--- src/pipe_pkg.sv ---
// ex/mem pipeline shared types
package pipe_pkg;

  // data path widths
  localparam int WORD_WD     = 64;
  localparam int ADDR_WD     = 32;
  localparam int WMASK_WD    = 8;
  localparam int GPR_ADDR_WD = 5;

  // data sram geometry
  localparam int SRAM_DEPTH   = 256;
  localparam int SRAM_IDX_WD  = 8;
  localparam int SRAM_IDX_LSB = 3;   // word aligned index, addr[10:3]

  typedef logic [WORD_WD-1:0]     word_t;
  typedef logic [ADDR_WD-1:0]     addr_t;
  typedef logic [WMASK_WD-1:0]    wmask_t;
  typedef logic [GPR_ADDR_WD-1:0] gpr_addr_t;

  typedef enum logic [3:0] {
    alu_add   = 4'd0,
    alu_sub   = 4'd1,
    alu_sll   = 4'd2,
    alu_srl   = 4'd3,
    alu_sra   = 4'd4,
    alu_slt   = 4'd5,
    alu_sltu  = 4'd6,
    alu_and   = 4'd7,
    alu_or    = 4'd8,
    alu_xor   = 4'd9,
    alu_pass2 = 4'd10   // lui style, src2 straight through
  } alu_op_t;

  // same coding as the load/store funct3 field
  // stores look only at the low two bits
  typedef enum logic [2:0] {
    mem_b  = 3'b000,
    mem_h  = 3'b001,
    mem_w  = 3'b010,
    mem_d  = 3'b011,
    mem_bu = 3'b100,
    mem_hu = 3'b101,
    mem_wu = 3'b110
  } mem_op_t;

endpackage

--- src/mem_stage.sv ---
// memory stage
module mem_stage (
  input  logic                i_clk,
  input  logic                i_reset,
  // from es
  input  logic                i_es_to_ms_valid,
  output logic                o_ms_allowin,
  input  pipe_pkg::gpr_addr_t i_ms_rd,
  input  logic                i_ms_gpr_wen,
  input  logic                i_ms_mem_ren,
  input  pipe_pkg::mem_op_t   i_ms_mem_op,
  input  pipe_pkg::word_t     i_ms_alu_result,
  // load data from sram
  input  pipe_pkg::word_t     i_sram_rdata,
  // write back
  input  logic                i_wb_allowin,
  output logic                o_wb_valid,
  output pipe_pkg::gpr_addr_t o_wb_rd,
  output logic                o_wb_gpr_wen,
  output pipe_pkg::word_t     o_wb_data
);
  import pipe_pkg::*;

  logic       ms_valid;
  gpr_addr_t  ms_rd;
  logic       ms_gpr_wen;
  logic       ms_mem_ren;
  mem_op_t    ms_mem_op;
  word_t      ms_alu_result;
  logic [2:0] ms_offset;
  word_t      ld_shift;
  word_t      ld_data;

  assign o_ms_allowin = !ms_valid || i_wb_allowin;   // empty or draining

  always_ff @(posedge i_clk) begin
    if (i_reset) begin
      ms_valid <= 1'b0;
    end else if (o_ms_allowin) begin
      ms_valid <= i_es_to_ms_valid;
    end
  end

  always_ff @(posedge i_clk) begin
    if (i_es_to_ms_valid && o_ms_allowin) begin
      ms_rd         <= i_ms_rd;
      ms_gpr_wen    <= i_ms_gpr_wen;
      ms_mem_ren    <= i_ms_mem_ren;
      ms_mem_op     <= i_ms_mem_op;
      ms_alu_result <= i_ms_alu_result;
    end
  end

  // byte offset inside the 64-bit word
  assign ms_offset = ms_alu_result[2:0];
  assign ld_shift  = i_sram_rdata >> {ms_offset, 3'b000};

  always_comb begin
    unique case (ms_mem_op)
      mem_b:   ld_data = {{56{ld_shift[7]}}, ld_shift[7:0]};
      mem_h:   ld_data = {{48{ld_shift[15]}}, ld_shift[15:0]};
      mem_w:   ld_data = {{32{ld_shift[31]}}, ld_shift[31:0]};
      mem_bu:  ld_data = {56'b0, ld_shift[7:0]};
      mem_hu:  ld_data = {48'b0, ld_shift[15:0]};
      mem_wu:  ld_data = {32'b0, ld_shift[31:0]};
      default: ld_data = ld_shift;   // ld
    endcase
  end

  assign o_wb_valid   = ms_valid;
  assign o_wb_rd      = ms_rd;
  assign o_wb_gpr_wen = ms_gpr_wen;
  assign o_wb_data    = ms_mem_ren ? ld_data : ms_alu_result;

endmodule

--- config.mk ---
export PLATFORM = sky130hd
export DESIGN_NAME = mem_stage
export DESIGN_NICKNAME = d
export VERILOG_FILES = /design/src/pipe_pkg.sv /design/src/mem_stage.sv
export SDC_FILE = /design/constraint.sdc
export NUM_CORES = 1
export LEC_CHECK = 0
export BUFFER_PORTS_ARGS = -buffer_cell sky130_fd_sc_hd__buf_4
export CORE_UTILIZATION = 45
export DETAILED_ROUTE_END_ITERATION = 12
export PLACE_DENSITY = 0.77
export SKIP_LAST_GASP = 1
export SYNTH_ARGS = -nofsm -noshare
export SYNTH_HDL_FRONTEND = slang
export SYNTH_SLANG_ARGS = --single-unit
--- constraint.sdc ---
create_clock -name i_clk -period 8.6 [get_ports i_clk]
set_input_delay 1.72 -clock i_clk [delete_from_list [all_inputs] [get_ports i_clk]]
set_output_delay 1.72 -clock i_clk [all_outputs]
set_load 0.01 [all_outputs]
==> metrics.md, run 1 <==
| Metric | Value |
|---|---|
| Avg Inst Size Synth | 10.37 sq um |
| Fill cell instance count of the final layout | 843 |
| Sequential area share after synthesis | 46.39% |
| Sort of element at the end of the critical path | output port |
| Synth Net Count | 608 |
| RSZ-0062 raised after global routing | false |
| Post-placement cell area | 6422 sq um |
| Number of sinks on the clock net | 75 |
| Remaining global-route overflow | 0 |
| Highest clock rate | 0.1732 GHz |
| Endpoint arrival time on the critical path | 4050 ps |
| Deepest clock path buffer count | 2 |
| Io pins | 214 |
| Area of the mapped netlist | 4833 sq um |
| Wire length on met1 | 6.223 mm |
| PortBufs | 213 |
| Horizontal die dimension | 105.6 um |
| Starting density of the core | 46.61% |
| Most used cells in the layout excluding fill and tap cells | 218 x sky130_fd_sc_hd__buf_4, 74 x sky130_fd_sc_hd__edfxtp_1, 56 x sky130_fd_sc_hd__nand2_1, 49 x sky130_fd_sc_hd__nor2_1, 45 x sky130_fd_sc_hd__a31oi_1 |
| Type of the setup path with the least slack | input port to output port |
| Max stage delay on crit path | 960 ps |
| Power Density | 153.4 nW/um^2 |
| Standard-cell row count | 37 |
| Power after layout | 1.018 mW |
| Detailed Route WL | 16.07 mm |
| Worst r2r path cells | 2 |
| Hold violation total from the final report | 0 |
| Metal2 WL | 7.831 mm |
| Crit path from | i_sram_rdata[7] |
| Detailed-placement wirelength estimate | 11.89 mm |
| Die Ht | 105.6 um |
| Most common cell after layout, fill and taps aside | sky130_fd_sc_hd__buf_4 |
| Worst R2R Setup Slack | 6940 ps |
| CP Data Required Time | 6880 ps |
| Final instance area | 6634 sq um |
| Net count, final | 794 |
| Worst flop-to-flop path startpoint | o_wb_valid |
| Clock transition at the register clock pins on the worst setup and hold paths after CTS | 80 ps |
| List of cells traversed by the critical path | buf_4, nor2b_1, a2111oi_2, nor4_4, nor3_4, a31oi_1, buf_4 |
| Antenna violation net count after detailed routing | 0 |
| Final weighted congestion in routability-driven placement | 0.9114 |
| Via density | 5.873 |
| Final setup viols | 0 |
| Number of synthesis warnings | 0 |
| Period utilisation layout | 67.14% |
| Fraction of final layout cells with drive strength greater than 1 | 39.88% |
| Total Routing Usage GR | 28.75% |
| Worst hold path type | register to register |
| Biggest fanout along the worst timing path | 32 |
| Transition at the pin with the smallest max-transition slack | 1153 ps |
| Die area | 11160 sq um |
| Violation count after the first detailed-route iteration | 488 |
| Leakage | 2.769 nW |
| Run status | finished, final reports clean |
| Nature of the critical path startpoint | input port |
| Peak supply drop | 114.1 uV |
| Number of distinct library cells after synthesis | 44 |
| First-pass GRT wire length | 24.19 mm |
| Layout area overhead | 37.25% |
| Worst slew margin relative to its limit | 22.86% |
| Final worst path period need | 5774 ps |
| Worst path slowest cell | sky130_fd_sc_hd__nor3_4 |
| Worst setup skew after layout | 9.942 ps |
| Uppermost signal routing layer after detailed routing | met4 |
| Count of antenna diodes in the layout | 0 |
| DRC | 0 |
| Setup TNS | 0 ps |
| Count of cells resized by post-cts repair | 0 |
| Area inside the core boundary | 10370 sq um |
| Clock tree from TritonCTS | done |
| End point of the critical path | o_wb_data[61] |
| Clock insertion delay at the later pin of the skew report | 360 ps |
| Number of standard cells after synthesis | 466 |
| Maximum Capacitance Violations | 0 |
| Length of the first detailed-routing pass in iterations | 5 |
| Routed WL per cell | 20.27 um |
| Number of global-route vias before repair | 4604 |
| # Post-CTS Setup Buffers | 0 |
| Critical Path Most Common Cell | sky130_fd_sc_hd__buf_4 |
| CTS hold repair buffers | 0 |
| Via count | 4657 |
| Clock buffers created by TritonCTS | 9 |
| Number of antenna violations at the first check in global routing | 0 |
| Worst hold slack after final layout | 540.7 ps |
| Max Slew Vio Count | 0 |
| # H-tree levels | 3 |
| Routed wl met3 | 1.449 mm |
| Largest net degree at the start of global routing | 75 |
| Worst r2r dst | ms_alu_result[9] |
| Seq cells post-synth | 75 |
| Root Driver | sky130_fd_sc_hd__clkbuf_8 |
[flip-flops by register name (all words and copies together) (netlist names)]
register       cells
o_wb_gpr_wen       1
ms_mem_ren         1
o_wb_valid         1
o_wb_rd            5
ms_mem_op          3
ms_alu_result     64
[report_power, final]
part	internal, mW	leakage, nW	switching [mW]
Clock	0.164	0.101	0.135
Sequential	0.427	0.724	0.0112
Combinational	0.138	1.94	0.141
[logic make-up after synthesis]
family | after synthesis | synth area share, %
and+or+nand+nor | 139 | 13.18
AOI/OAI and AO/OA | 135 | 19.86
DFF | 75 | 46.39
buffers and inverters | 62 | 6.032
muxes | 55 | 14.55
[worst min path at each step]
stage / from / end / slack, ps / cells after the start
after floorplan: o_wb_valid / o_wb_valid / 590 / 2
after global placement: o_wb_valid / o_wb_valid / 510 / 2
after detailed placement: o_wb_valid / o_wb_valid / 520 / 2
after CTS: o_wb_valid / o_wb_valid / 540 / 2
after global routing: o_wb_valid / o_wb_valid / 590 / 2
final: o_wb_valid / o_wb_valid / 540 / 2
[cell type report]
| cell class | count | area (sq um) | area share [%] |
|---|---|---|---|
| multi-input combinational | 329 | 2302 | 34.70 |
| sequential | 75 | 2242 | 33.80 |
| timing repair buffer | 218 | 1637 | 24.67 |
| tap | 136 | 170.2 | 2.565 |
| clock buffer | 12 | 135.1 | 2.037 |
| clock inverter | 4 | 76.32 | 1.151 |
| inverter | 19 | 71.32 | 1.075 |
[through the flow]
stage / std cells / setup slack (ps) / utilization (%)
final: 793 / 2826 / 63.97
after global routing: 793 / 2675 / 63.97
after CTS: 793 / 2815 / 63.97
after detailed placement: 777 / 2820 / 61.93
after global placement: 777 / 2832 / 61.93
after floorplan: 466 / 3827 / -
[Yosys cell counts (all sizes together)]
cell,n,area share (%)
a21oi,15,1.6
a2111oi,1,0.31
a22oi,3,0.47
nor2b,11,1.4
edfxtp,74,46
a22o,1,0.18
buf,21,2.8
mux4,11,5.1
nor3,3,0.65
or3,7,0.91
o22ai,2,0.39
o22a,11,2.0
and3,3,0.39
clkbuf,22,1.7
o211a,1,0.21
o211ai,6,0.93
o221ai,15,2.7
nand3b,1,0.16
mux2i,32,6.6
mux2,12,2.8
nor4,1,0.44
a211oi,16,2.5
nand2,56,4.3
o21ai,9,1.0
o32a,1,0.21
o32ai,1,0.18
nand3,1,0.10
o21a,2,0.31
nand2b,4,0.52
nor2,50,3.9
a31oi,45,5.8
o2bb2ai,6,1.1
inv,19,1.5
and4,1,0.18
and2,1,0.13
dfxtp,1,0.41
[layer usage]
layer | vias up | track usage [%]
li1 | 2151 | -
met1 | 2194 | 34.84
met2 | 270 | 47.62
met3 | 42 | 8.287
met4 | 0 | 12.40
met5 | - | 0
[worst max-delay path: cells and delay by family]
family          cells  cell delay (ps)
compound gates      2              780
simple gates        3             1220
buf+inv             2              330
Note: power is estimated with default switching activity, not from simulation.
==> run 2: changes to the inputs <==
- ABC_AREA: not set -> 1
- CORE_UTILIZATION: 45 -> 44
- clock period: 8.6 -> 5.25 ns (I/O delays scaled with it)
==> run 2 against run 1 <==
  * The run now ends with design-rule violations left
  * Clock-buffer cell count decreased by 2
  * First-iteration DRC count up 32%
  * Register-to-register slack got worse by 3300 ps
  * Area after synthesis up 6.4%
  * Utilization fell by 2.4 points
  * Total power rose by 88%
  * Sequential cell count stayed put
  * Cell count grew 31%
  * Hold slack improved by 14 ps
  * Clock power increased by 140%
  * Clock skew shrank 5.5 ps
  * Largest cell class unchanged
  * Largest power group unchanged
  * Highest routed layer unchanged
==> metrics.md, run 2 <==
| Metric | Value |
|---|---|
| Run status | finished, violations left |
| Violated checks | design-rule violations |
| Antenna violation net count after detailed routing | 0 |
| Endpoint of the worst hold path | o_wb_valid |
| Worst R2R Setup Slack | 3610 ps |
| Fill cell instance count of the final layout | 1052 |
| Type of the setup path with the least slack | register to output port |
| PortBufs | 213 |
| DRC | 2 |
| Clock buffers created by TritonCTS | 9 |
| Worst hold path type | register to register |
| Count of cells resized by post-cts repair | 0 |
| Biggest fanout along the worst timing path | 47 |
| DP Cell Count | 1022 |
| Power after layout | 1.913 mW |
| Avg Inst Size Synth | 7.246 sq um |
| Worst slew margin relative to its limit | 38.28% |
| Post-synthesis cell type with the largest combined area | sky130_fd_sc_hd__edfxtp_1 |
| Deepest clock path buffer count | 2 |
| Footprint of the multi-input gates | 2490 sq um |
| Number of global-route vias before repair | 4719 |
| CP Data Required Time | 4200 ps |
| Number of non-filler instances in the completed layout | 1038 |
| Power Density | 272.3 nW/um^2 |
| RSZ-0062 raised after global routing | false |
| Biggest area contributors in the synthesized netlist | sky130_fd_sc_hd__edfxtp_1 43%, sky130_fd_sc_hd__nand2_1 16%, sky130_fd_sc_hd__nor2_1 9.0% |
| Number of synthesis warnings | 0 |
| Synth top area share | 43.19% |
| Worst r2r path cells | 2 |
| Cell with the most instances after synthesis | sky130_fd_sc_hd__nand2_1 |
| Net count, final | 1032 |
| Transition at the pin with the smallest max-transition slack | 925.8 ps |
| Top cell types by occurrence after synthesis | 218 x sky130_fd_sc_hd__nand2_1, 123 x sky130_fd_sc_hd__nor2_1, 74 x sky130_fd_sc_hd__edfxtp_1, 62 x sky130_fd_sc_hd__o21ai_0, 46 x sky130_fd_sc_hd__nand3_1 |
| Number of standard cells after synthesis | 710 |
| Seq cells post-synth | 75 |
| Register containing the most flip-flops in the final layout | ms_alu_result |
| Clock tree from TritonCTS | done |
| Number of flops mapped to enable cells by yosys | 74 |
| Horizontal die dimension | 110.1 um |
| Layout area overhead | 36.58% |
| Worst flop-to-flop path startpoint | o_wb_valid |
| Worst setup skew after layout | 4.479 ps |
| Sort of element at the end of the critical path | output port |
| Detailed Route WL | 16.33 mm |
| Hold path startpoint | o_wb_valid |
| Final worst path period need | 4028 ps |
| Total Routing Usage GR | 26.82% |
| Die area | 12130 sq um |
| Period utilisation layout | 76.71% |
| Root Driver | sky130_fd_sc_hd__clkbuf_16 |
| Hold Path Depth | 2 |
| Detailed-placement wirelength estimate | 12.07 mm |
| Endpoint arrival time on the critical path | 2980 ps |
| First-pass GRT wire length | 24.28 mm |
| Area of the mapped netlist | 5145 sq um |
| Hold violation total from the final report | 0 |
| Maximum Capacitance Violations | 0 |
| Peak supply drop | 216.3 uV |
| Length of the first detailed-routing pass in iterations | 10 |
| Standard-cell row count | 39 |
| Largest net degree at the start of global routing | 75 |
| Remaining global-route overflow | 0 |
| Highest clock rate | 0.2483 GHz |
| Sequential area share after synthesis | 43.58% |
| Leakage | 3.326 nW |
| Violation count after the first detailed-route iteration | 642 |
| # Post-CTS Setup Buffers | 0 |
| Setup TNS | 0 ps |
| Share of synthesized flip-flops with an asynchronous set or reset | 0% |
| Clock insertion delay at the later pin of the skew report | 340 ps |
| Via count | 5327 |
| Count of antenna diodes in the layout | 0 |
| Die Ht | 110.1 um |
| # H-tree levels | 3 |
| Number of distinct library cells after synthesis | 29 |
| Clock transition at the register clock pins on the worst setup and hold paths after CTS | 60 ps |
| Most common cell after layout, fill and taps aside | sky130_fd_sc_hd__buf_4 |
| Max Slew Vio Count | 0 |
| Number of antenna violations at the first check in global routing | 0 |
| Area occupied by registers | 2242 sq um |
| Worst r2r dst | ms_alu_result[14] |
| Area inside the core boundary | 11420 sq um |
| Routed WL per cell | 15.73 um |
| Final setup viols | 0 |
| Io pins | 214 |
| Final weighted congestion in routability-driven placement | 0.8889 |
| Most used cells in the layout excluding fill and tap cells | 219 x sky130_fd_sc_hd__buf_4, 218 x sky130_fd_sc_hd__nand2_1, 123 x sky130_fd_sc_hd__nor2_1, 74 x sky130_fd_sc_hd__edfxtp_1, 62 x sky130_fd_sc_hd__o21ai_0 |
| Most common flop cell mapped by yosys | sky130_fd_sc_hd__edfxtp_1 |
| Starting density of the core | 45.06% |
| Share of the core filled with cells | 61.54% |
| Flip-flop count of the largest register, all copies and words added | 64 |
| Fraction of final layout cells with drive strength greater than 1 | 30.50% |
| Via density | 5.132 |
| Synth Net Count | 852 |
| Nature of the critical path startpoint | register |
| Number of sinks on the clock net | 75 |
| CTS hold repair buffers | 0 |
-- run 2: power by group --
part | leakage (nW) | internal (mW) | switching (mW)
combinational | 2.43 | 0.214 | 0.277
sequential | 0.724 | 0.701 | 0.0112
clock | 0.167 | 0.466 | 0.244
total | 3.33 | 1.38 | 0.532
-- run 2: per-layer routing --
layer	GRT usage [%]	part of all wire, %	vias up
li1	-	-	2710
met1	38.61	44	2346
met2	40.04	45	250
met3	5.761	9.1	21
met4	8.647	1.7	0
met5	0	0	-
-- run 2: final cells by class --
type	instances	area share, %
timing repair buffer	219	23.40
sequential	75	31.91
multi-input combinational	553	35.43
inverter	32	1.852
clock buffer	10	3.259
clock inverter	6	1.603
tap	143	2.546
-- run 2: metrics by stage --
stage / hold WS [ps] / instance area (sq um) / setup WS [ps]
finish: 554.5 / 7027 / 1222
global route: 610.9 / 7027 / 935.6
CTS: 558.5 / 7027 / 1229
detailed placement: 546.5 / 6685 / 1565
global placement: 523.3 / 6685 / 1576
floorplan: 577.0 / 5145 / 43.44
-- run 2: worst max path at each step --
stage                                 from               end  slack [ps]  depth (start not counted)
after floorplan           i_es_to_ms_valid  ms_alu_result[0]          40                          2
after global placement    i_sram_rdata[63]     o_wb_data[12]        1580                          8
after detailed placement  i_sram_rdata[39]     o_wb_data[60]        1570                         10
after CTS                 ms_alu_result[1]     o_wb_data[60]        1230                          9
after global routing      ms_alu_result[1]     o_wb_data[60]         940                          9
final                     ms_alu_result[1]     o_wb_data[60]        1220                          9
-- run 2: logic make-up after synthesis --
family | after synthesis | synth area share (%)
flip-flops | 75 | 43.58
buffers and inverters | 82 | 8.244
AO/OA/AOI/OAI | 132 | 13.50
AND/OR/NAND/NOR | 421 | 34.68
-- run 2: worst max-delay path: stages (launching register included) --
cell and delay, ps:
sky130_fd_sc_hd__edfxtp_1 350, sky130_fd_sc_hd__buf_4 280, sky130_fd_sc_hd__inv_2 500, sky130_fd_sc_hd__nand3_4 140
sky130_fd_sc_hd__a21oi_2 190, sky130_fd_sc_hd__nand3_2 450, sky130_fd_sc_hd__o21ai_1 290, sky130_fd_sc_hd__nor2_1 90
sky130_fd_sc_hd__nor2_1 180, sky130_fd_sc_hd__buf_4 150
